===== config.mk =====
export PLATFORM = sky130hd
export DESIGN_NAME = action_engine
export DESIGN_NICKNAME = d
export VERILOG_FILES = /design/src/logic/rmt_pkg.sv /design/src/logic/action_crossbar.sv /design/src/logic/container_alu.sv /design/src/logic/meta_alu.sv /design/src/logic/action_engine.sv
export SDC_FILE = /design/constraint.sdc
export NUM_CORES = 2
export LEC_CHECK = 0
export BUFFER_PORTS_ARGS = -buffer_cell sky130_fd_sc_hd__buf_2
export CAP_MARGIN = 20
export CORE_ASPECT_RATIO = 0.7
export CORE_MARGIN = 1.5
export CORE_UTILIZATION = 40
export CTS_CLUSTER_DIAMETER = 200
export DETAILED_ROUTE_END_ITERATION = 12
export MAX_ROUTING_LAYER = met4
export SLEW_MARGIN = 20
export SYNTH_ARGS = -nofsm -noshare
export SYNTH_HDL_FRONTEND = slang
export SYNTH_SLANG_ARGS = --single-unit

===== constraint.sdc =====
create_clock -name clk -period 23.2 [get_ports clk]
set_input_delay 1.16 -clock clk [delete_from_list [all_inputs] [get_ports clk]]
set_output_delay 1.16 -clock clk [all_outputs]
set_load 0.02 [all_outputs]

===== src/logic/rmt_pkg.sv =====
`default_nettype none

package rmt_pkg;

    // container classes
    localparam int NUM_CONT = 4;
    localparam int C6_W     = 48;
    localparam int C4_W     = 32;
    localparam int C2_W     = 16;
    localparam int META_W   = 32;
    localparam int PHV_W    = NUM_CONT * (C6_W + C4_W + C2_W) + META_W;

    // phv layout, metadata sits in the lowest bits
    localparam int C2_LSB = META_W;
    localparam int C4_LSB = C2_LSB + NUM_CONT * C2_W;
    localparam int C6_LSB = C4_LSB + NUM_CONT * C4_W;

    // lookup key is the low nibble of 2B container 0
    localparam int KEY_W = 4;

    // action word fields
    localparam int ACT_W    = 25;
    localparam int OPC_LSB  = 21;
    localparam int OPC_W    = 4;
    localparam int SRCA_LSB = 19;
    localparam int SRCB_LSB = 17;
    localparam int IDX_W    = 2;
    localparam int IMM_LSB  = 0;
    localparam int IMM_W    = 16;

    // word 12 is metadata, then 6B, 4B, 2B groups of four
    localparam int NUM_ACT  = 13;
    localparam int ACTV_W   = NUM_ACT * ACT_W;
    localparam int META_ACT = NUM_ACT - 1;

    typedef enum logic [OPC_W-1:0] {
        OP_NOP     = 4'd0,
        OP_COPY    = 4'd1,
        OP_ADD     = 4'd2,
        OP_SUB     = 4'd3,
        OP_ADDI    = 4'd4,
        OP_SETI    = 4'd5,
        OP_DISCARD = 4'd6
    } alu_op_e;

    typedef logic [C6_W-1:0] cont6_t;
    typedef logic [C4_W-1:0] cont4_t;
    typedef logic [C2_W-1:0] cont2_t;

    // true when a container ALU leaves its container alone
    function automatic logic keeps_container(logic [OPC_W-1:0] op);
        return !(op inside {OP_COPY, OP_ADD, OP_SUB, OP_ADDI, OP_SETI});
    endfunction

endpackage

`default_nettype wire


===== src/logic/action_crossbar.sv =====
`timescale 1ns/1ps
`default_nettype none

module action_crossbar
    import rmt_pkg::*;
(
    input  logic                         clk,
    input  logic                         rst_n,
    input  logic                         adv_i,
    input  logic [PHV_W-1:0]             phv_i,
    input  logic                         phv_valid_i,
    input  logic [ACTV_W-1:0]            action_i,
    output cont6_t [NUM_CONT-1:0]        opa6_o,
    output cont6_t [NUM_CONT-1:0]        opb6_o,
    output cont4_t [NUM_CONT-1:0]        opa4_o,
    output cont4_t [NUM_CONT-1:0]        opb4_o,
    output cont2_t [NUM_CONT-1:0]        opa2_o,
    output cont2_t [NUM_CONT-1:0]        opb2_o,
    output logic   [META_W-1:0]          meta_o,
    output logic   [ACTV_W-1:0]          action_o,
    output logic                         valid_o
);

    cont6_t [NUM_CONT-1:0] c6;
    cont4_t [NUM_CONT-1:0] c4;
    cont2_t [NUM_CONT-1:0] c2;
    cont6_t [NUM_CONT-1:0] opa6_d;
    cont6_t [NUM_CONT-1:0] opb6_d;
    cont4_t [NUM_CONT-1:0] opa4_d;
    cont4_t [NUM_CONT-1:0] opb4_d;
    cont2_t [NUM_CONT-1:0] opa2_d;
    cont2_t [NUM_CONT-1:0] opb2_d;

    // split the phv into its width classes
    assign c6 = phv_i[C6_LSB +: NUM_CONT*C6_W];
    assign c4 = phv_i[C4_LSB +: NUM_CONT*C4_W];
    assign c2 = phv_i[C2_LSB +: NUM_CONT*C2_W];

    for (genvar k = 0; k < NUM_CONT; k++) begin : g_sel
        logic [ACT_W-1:0] act6;
        logic [ACT_W-1:0] act4;
        logic [ACT_W-1:0] act2;

        assign act6 = action_i[(2*NUM_CONT + k)*ACT_W +: ACT_W];
        assign act4 = action_i[(NUM_CONT + k)*ACT_W +: ACT_W];
        assign act2 = action_i[k*ACT_W +: ACT_W];

        // a kept container sees its own value on operand A
        assign opa6_d[k] = keeps_container(act6[OPC_LSB +: OPC_W]) ?
                           c6[k] : c6[act6[SRCA_LSB +: IDX_W]];
        assign opa4_d[k] = keeps_container(act4[OPC_LSB +: OPC_W]) ?
                           c4[k] : c4[act4[SRCA_LSB +: IDX_W]];
        assign opa2_d[k] = keeps_container(act2[OPC_LSB +: OPC_W]) ?
                           c2[k] : c2[act2[SRCA_LSB +: IDX_W]];

        assign opb6_d[k] = c6[act6[SRCB_LSB +: IDX_W]];
        assign opb4_d[k] = c4[act4[SRCB_LSB +: IDX_W]];
        assign opb2_d[k] = c2[act2[SRCB_LSB +: IDX_W]];
    end

    always_ff @(posedge clk) begin
        if (!rst_n) begin
            valid_o <= 1'b0;
        end else if (adv_i) begin
            valid_o <= phv_valid_i;
        end
    end

    always_ff @(posedge clk) begin
        if (adv_i) begin
            opa6_o   <= opa6_d;
            opb6_o   <= opb6_d;
            opa4_o   <= opa4_d;
            opb4_o   <= opb4_d;
            opa2_o   <= opa2_d;
            opb2_o   <= opb2_d;
            meta_o   <= phv_i[META_W-1:0];
            action_o <= action_i;
        end
    end

    // a stall must freeze the pipeline, no new item may appear
    a_no_valid_on_stall: assert property (
        @(posedge clk) disable iff (!rst_n)
        $rose(valid_o) |-> $past(adv_i)
    );

endmodule

`default_nettype wire


===== src/logic/container_alu.sv =====
`timescale 1ns/1ps
`default_nettype none

module container_alu
    import rmt_pkg::*;
#(
    parameter type cont_t = logic [C2_W-1:0]
) (
    input  logic             clk,
    input  logic             rst_n,
    input  logic             adv_i,
    input  logic [ACT_W-1:0] action_i,
    input  cont_t            opa_i,
    input  cont_t            opb_i,
    output cont_t            cont_o
);

    alu_op_e opcode;
    cont_t   imm;
    cont_t   result;

    assign opcode = alu_op_e'(action_i[OPC_LSB +: OPC_W]);
    // zero extended to the container width
    assign imm    = cont_t'(action_i[IMM_LSB +: IMM_W]);

    // all sums wrap at the container width
    always_comb begin
        case (opcode)
            OP_COPY: result = opa_i;
            OP_ADD:  result = opa_i + opb_i;
            OP_SUB:  result = opa_i - opb_i;
            OP_ADDI: result = opa_i + imm;
            OP_SETI: result = imm;
            // nop and unknown codes, crossbar already put the own value on A
            default: result = opa_i;
        endcase
    end

    always_ff @(posedge clk) begin
        if (!rst_n) begin
            cont_o <= '0;
        end else if (adv_i) begin
            cont_o <= result;
        end
    end

endmodule

`default_nettype wire


===== src/logic/meta_alu.sv =====
`timescale 1ns/1ps
`default_nettype none

module meta_alu
    import rmt_pkg::*;
(
    input  logic              clk,
    input  logic              rst_n,
    input  logic              adv_i,
    input  logic [ACT_W-1:0]  action_i,
    input  logic [META_W-1:0] meta_i,
    input  logic              valid_i,
    output logic [META_W-1:0] meta_o,
    output logic              valid_o
);

    logic [META_W-1:0] meta_d;

    always_comb begin
        meta_d = meta_i;
        case (action_i[OPC_LSB +: OPC_W])
            // output port lives in the low byte
            OP_SETI:    meta_d[7:0] = action_i[IMM_LSB +: 8];
            OP_DISCARD: meta_d[META_W-1] = 1'b1;
            default:    meta_d = meta_i;
        endcase
    end

    always_ff @(posedge clk) begin
        if (!rst_n) begin
            valid_o <= 1'b0;
        end else if (adv_i) begin
            valid_o <= valid_i;
        end
    end

    always_ff @(posedge clk) begin
        if (adv_i) begin
            meta_o <= meta_d;
        end
    end

endmodule

`default_nettype wire


===== src/logic/action_engine.sv =====
`timescale 1ns/1ps
`default_nettype none

module action_engine
    import rmt_pkg::*;
(
    input  logic              clk,
    input  logic              rst_n,
    input  logic              adv_i,
    input  logic [PHV_W-1:0]  phv_i,
    input  logic              phv_valid_i,
    input  logic [ACTV_W-1:0] action_i,
    output logic [PHV_W-1:0]  phv_o,
    output logic              phv_valid_o
);

    cont6_t [NUM_CONT-1:0] opa6;
    cont6_t [NUM_CONT-1:0] opb6;
    cont4_t [NUM_CONT-1:0] opa4;
    cont4_t [NUM_CONT-1:0] opb4;
    cont2_t [NUM_CONT-1:0] opa2;
    cont2_t [NUM_CONT-1:0] opb2;
    cont6_t [NUM_CONT-1:0] res6;
    cont4_t [NUM_CONT-1:0] res4;
    cont2_t [NUM_CONT-1:0] res2;
    logic   [META_W-1:0]   xbar_meta;
    logic   [META_W-1:0]   res_meta;
    logic   [ACTV_W-1:0]   alu_act;
    logic                  xbar_valid;
    logic                  meta_valid;

    action_crossbar xbar_inst (
        .clk         (clk),
        .rst_n       (rst_n),
        .adv_i       (adv_i),
        .phv_i       (phv_i),
        .phv_valid_i (phv_valid_i),
        .action_i    (action_i),
        .opa6_o      (opa6),
        .opb6_o      (opb6),
        .opa4_o      (opa4),
        .opb4_o      (opb4),
        .opa2_o      (opa2),
        .opb2_o      (opb2),
        .meta_o      (xbar_meta),
        .action_o    (alu_act),
        .valid_o     (xbar_valid)
    );

    // one ALU per container, action word k drives container k of its class
    for (genvar k = 0; k < NUM_CONT; k++) begin : g_alu
        container_alu #(.cont_t(cont6_t)) alu6_inst (
            .clk      (clk),
            .rst_n    (rst_n),
            .adv_i    (adv_i),
            .action_i (alu_act[(2*NUM_CONT + k)*ACT_W +: ACT_W]),
            .opa_i    (opa6[k]),
            .opb_i    (opb6[k]),
            .cont_o   (res6[k])
        );

        container_alu #(.cont_t(cont4_t)) alu4_inst (
            .clk      (clk),
            .rst_n    (rst_n),
            .adv_i    (adv_i),
            .action_i (alu_act[(NUM_CONT + k)*ACT_W +: ACT_W]),
            .opa_i    (opa4[k]),
            .opb_i    (opb4[k]),
            .cont_o   (res4[k])
        );

        container_alu #(.cont_t(cont2_t)) alu2_inst (
            .clk      (clk),
            .rst_n    (rst_n),
            .adv_i    (adv_i),
            .action_i (alu_act[k*ACT_W +: ACT_W]),
            .opa_i    (opa2[k]),
            .opb_i    (opb2[k]),
            .cont_o   (res2[k])
        );
    end

    meta_alu meta_alu_inst (
        .clk      (clk),
        .rst_n    (rst_n),
        .adv_i    (adv_i),
        .action_i (alu_act[META_ACT*ACT_W +: ACT_W]),
        .meta_i   (xbar_meta),
        .valid_i  (xbar_valid),
        .meta_o   (res_meta),
        .valid_o  (meta_valid)
    );

    always_ff @(posedge clk) begin
        if (!rst_n) begin
            phv_valid_o <= 1'b0;
        end else if (adv_i) begin
            phv_valid_o <= meta_valid;
        end
    end

    // last phv stays on the bus between packets
    always_ff @(posedge clk) begin
        if (adv_i && meta_valid) begin
            phv_o <= {res6, res4, res2, res_meta};
        end
    end

endmodule

`default_nettype wire


==> impl_metrics.tcl <==
set metrics [dict create \
    outcome "completed" \
    crit_buf_inv 3 \
    tightestPinTransition_ns 1.26 \
    synth_cell_types 87 \
    skew_ns 0.0767 \
    layout_min_cycle_time_ns 6.90 \
    num_rows 163 \
    startpoint_type "flop" \
    cts_resized 0 \
    grt_pass1_wl_um 686000 \
    vias 101000 \
    most-common-layout-cells "1500 x edfxtp_1, 1133 x buf_2, 1077 x nand2_1" \
    grt.total_usage_pct 33.9 \
    syn_to_final_growth_pct 14.8 \
    cts.root.buffer_cell "clkbuf_16" \
    path_common_cell "nand2_1" \
    async_reset_ff_share_pct 0 \
    setup-violations-final 0 \
    path_cells "inv_1 > ha_1 > nand2_1 > nor3_1 > nand2_1 > nor3_1 > nand2_1 > a222oi_1 > inv_1 > ha_1 > o21ai_0 > nand2b_1 > a21oi_1 > a2111oi_0 > buf_4 > o2111ai_1 > a2111oi_0 > a21oi_1 > o21ai_0 > xnor2_1 > a31oi_1" \
    slowest_stage "a2111oi_0" \
    timing.rr.end "g_alu[3].alu6_inst.cont_o[42]" \
    syn_area_sq_um 114000 \
    startpoint "xbar_inst.opb6_o[144]" \
    nets 12900 \
    maxSlewHeadroom_pct 16.2 \
    worst_ep_required_time_ns 23.94 \
    leakage_uw 0.0487 \
    avgSynthCellArea_sq_um 10.4 \
    hold_start "g_alu[3].alu2_inst.cont_o[10]" \
    drtPass1Iterations 8 \
    chipWidth_um 640 \
    peakVddDrop_mv 0.0543 \
    boundaryPins 1162 \
    cts_buffer_depth 4 \
    wl_per_cell_um 31.1 \
    whs_path_depth 0 \
    synth-seq-cells 1887 \
    hold_viol_final 0 \
    max_stage_delay_ns 0.82 \
    rsz0062_at_grt "false" \
    hpwl_um 366000 \
    maxCapViolations 0 \
    drive_gt1_share_pct 19.5 \
    drtIter0Drc 15300 \
    grt_pass1_vias 92000 \
    viasPerCell 6.39 \
    io_buffer_count 1136 \
    tns_ns 0 \
    cpLargestDelayFamily "compound AO/OA/AOI/OAI gates" \
    cp-end-kind "flop" \
    yosysSeqAreaShare_pct 46.5 \
    core_sq_um 282000 \
    cts_sinks 1887 \
    cp.arrival_ns 7.64 \
    clock_latency_ns 0.90 \
    die_y_um 449 \
    powerDensity_nw_per_um2 79.6 \
    fin_cells 15900 \
    yosys-top-cells-area "edfxtp_1 40%, mux4_2 7.6%, dfxtp_1 6.8%" \
    cts-hold-fix-buffers 0 \
    post_cts_buffers 0 \
    synth_edf_count 1500 \
    final_antenna_net_count 0 \
    start_util_pct 40.3 \
    ys.flop_type "edfxtp_1" \
    post-place-cells 15300 \
    grt_overflow 0 \
    antenna_found_initial 229 \
    drc 0 \
    cts_tree "built" \
    critical_path_class "flop to flop" \
    crit_fanout 5 \
    routed_wl_um 494000 \
    syn_nets 12100 \
    worstRegToRegCells 21 \
    rr_startpoint "xbar_inst.opb6_o[144]" \
    cts_buffers 207 \
    clkSlewWorstSetupHoldPaths_ns 0.07 \
    min_to "phv_o[90]" \
    min_period_over_period_pct 29.7 \
    gp_congestion 1.03 \
    hold_path.class "flop to flop" \
    synthCells 10900 \
    yosys.area.top_type_share_pct 39.6 \
    dieArea_sq_um 287000 \
    fmax_mhz 145 \
    ys_warn_count 0 \
    grt_max_degree 128 \
    mostFrequentLayoutCell "edfxtp_1" \
    synth_area_leader_cell "edfxtp_1" \
    ff2ff_setup_slack_ns 16.30 \
    htree_num_levels 4 \
    final_max_slew_viol_count 0 \
]
-- cell families (layout without fill, tap and decap cells) --
group,after synthesis,after routing,synth area share [%]
xor+xnor,376,376,2.90
buf+inv,860,1850,2.84
compound gates,3468,3468,19.1
mux,846,846,11.9
flops,1887,1887,46.5
fa+ha+maj,412,412,4.62
other cells,0,143,0
simple gates,3087,3087,12.2
-- report_power, final --
part	total (uW)	switching [uW]	internal (uW)
sequential	4260	275	3980
combinational	2660	1640	1020
clock	3460	1480	1980
total	10400	3400	6980
-- cells in the mapped netlist (78+ instances only) --
| master | number |
|---|---|
| edfxtp_1 | 1500 |
| nand2_1 | 1077 |
| a21oi_1 | 993 |
| nor2_1 | 974 |
| o21ai_0 | 956 |
| clkbuf_1 | 604 |
| ha_1 | 400 |
| dfxtp_1 | 387 |
| mux4_2 | 384 |
| mux2i_1 | 255 |
| nor3_1 | 252 |
| a21o_1 | 235 |
| xnor2_1 | 212 |
| mux2_2 | 207 |
| o22ai_1 | 192 |
| nand3_1 | 184 |
| a221oi_1 | 176 |
| inv_1 | 167 |
| xor2_1 | 164 |
| or3_1 | 127 |
| a221o_1 | 109 |
| o211ai_1 | 105 |
| a31oi_1 | 98 |
| a22oi_1 | 83 |
| buf_1 | 83 |
| a211oi_1 | 82 |
| o31ai_1 | 78 |
-- cell type report --
type,count,area (sq um)
inverters,172,653
repair buffers,1300,7030
clock buffers,258,5630
clock inverters,120,1300
flip-flops and latches,1887,52800
well taps,3795,4750
fillers,26300,152000
diodes,143,358
multi-input cells,8189,57900
-- per-layer routing --
metal	GRT usage (%)	up-vias	share of wire, %
li1	-	44000	-
met1	47.0	49400	41
met2	43.4	6810	39
met3	11.5	1105	14
met4	16.7	0	5.7
met5	-	-	0
-- how the worst max path moves through the flow --
stage / endpoint / slack (ns) / depth (start not counted)
2_1_floorplan: phv_o[0] / 10.72 / 5
3_5_place_dp: g_alu[0].alu4_inst.cont_o[0] / 16.21 / 11
4_1_cts: g_alu[1].alu6_inst.cont_o[47] / 16.55 / 21
3_3_place_gp: g_alu[0].alu4_inst.cont_o[0] / 16.36 / 11
6_report: g_alu[3].alu6_inst.cont_o[42] / 16.30 / 21
5_1_grt: g_alu[3].alu6_inst.cont_o[42] / 15.91 / 21
-- flip-flops by register name, indices dropped and copies added, names as in the netlist, 128 cells and up --
register                cells
xbar_inst.opb6_o          192
xbar_inst.opb4_o          128
xbar_inst.opa6_o          192
g_alu.alu4_inst.cont_o    128
g_alu.alu6_inst.cont_o    192
phv_o                     416
xbar_inst.opa4_o          128
xbar_inst.action_o        252
-- per-stage QoR --
| stage | total power, uW | util (%) | hold slack [ns] | setup WS, ns | area, sq um |
|---|---|---|---|---|---|
| global route | 10800 | 46.2 | 0.388 | 15.91 | 130000 |
| CTS | 10300 | 46.0 | 0.349 | 16.55 | 130000 |
| finish | 10400 | 46.2 | 0.399 | 16.30 | 130000 |
| detailed placement | 6870 | 43.6 | 0.405 | 16.21 | 123000 |
| global placement | 6850 | 43.6 | 0.400 | 16.36 | 123000 |
| floorplan | 5920 | - | 0.400 | 10.72 | 114000 |
(Power assumes the default switching activity.)
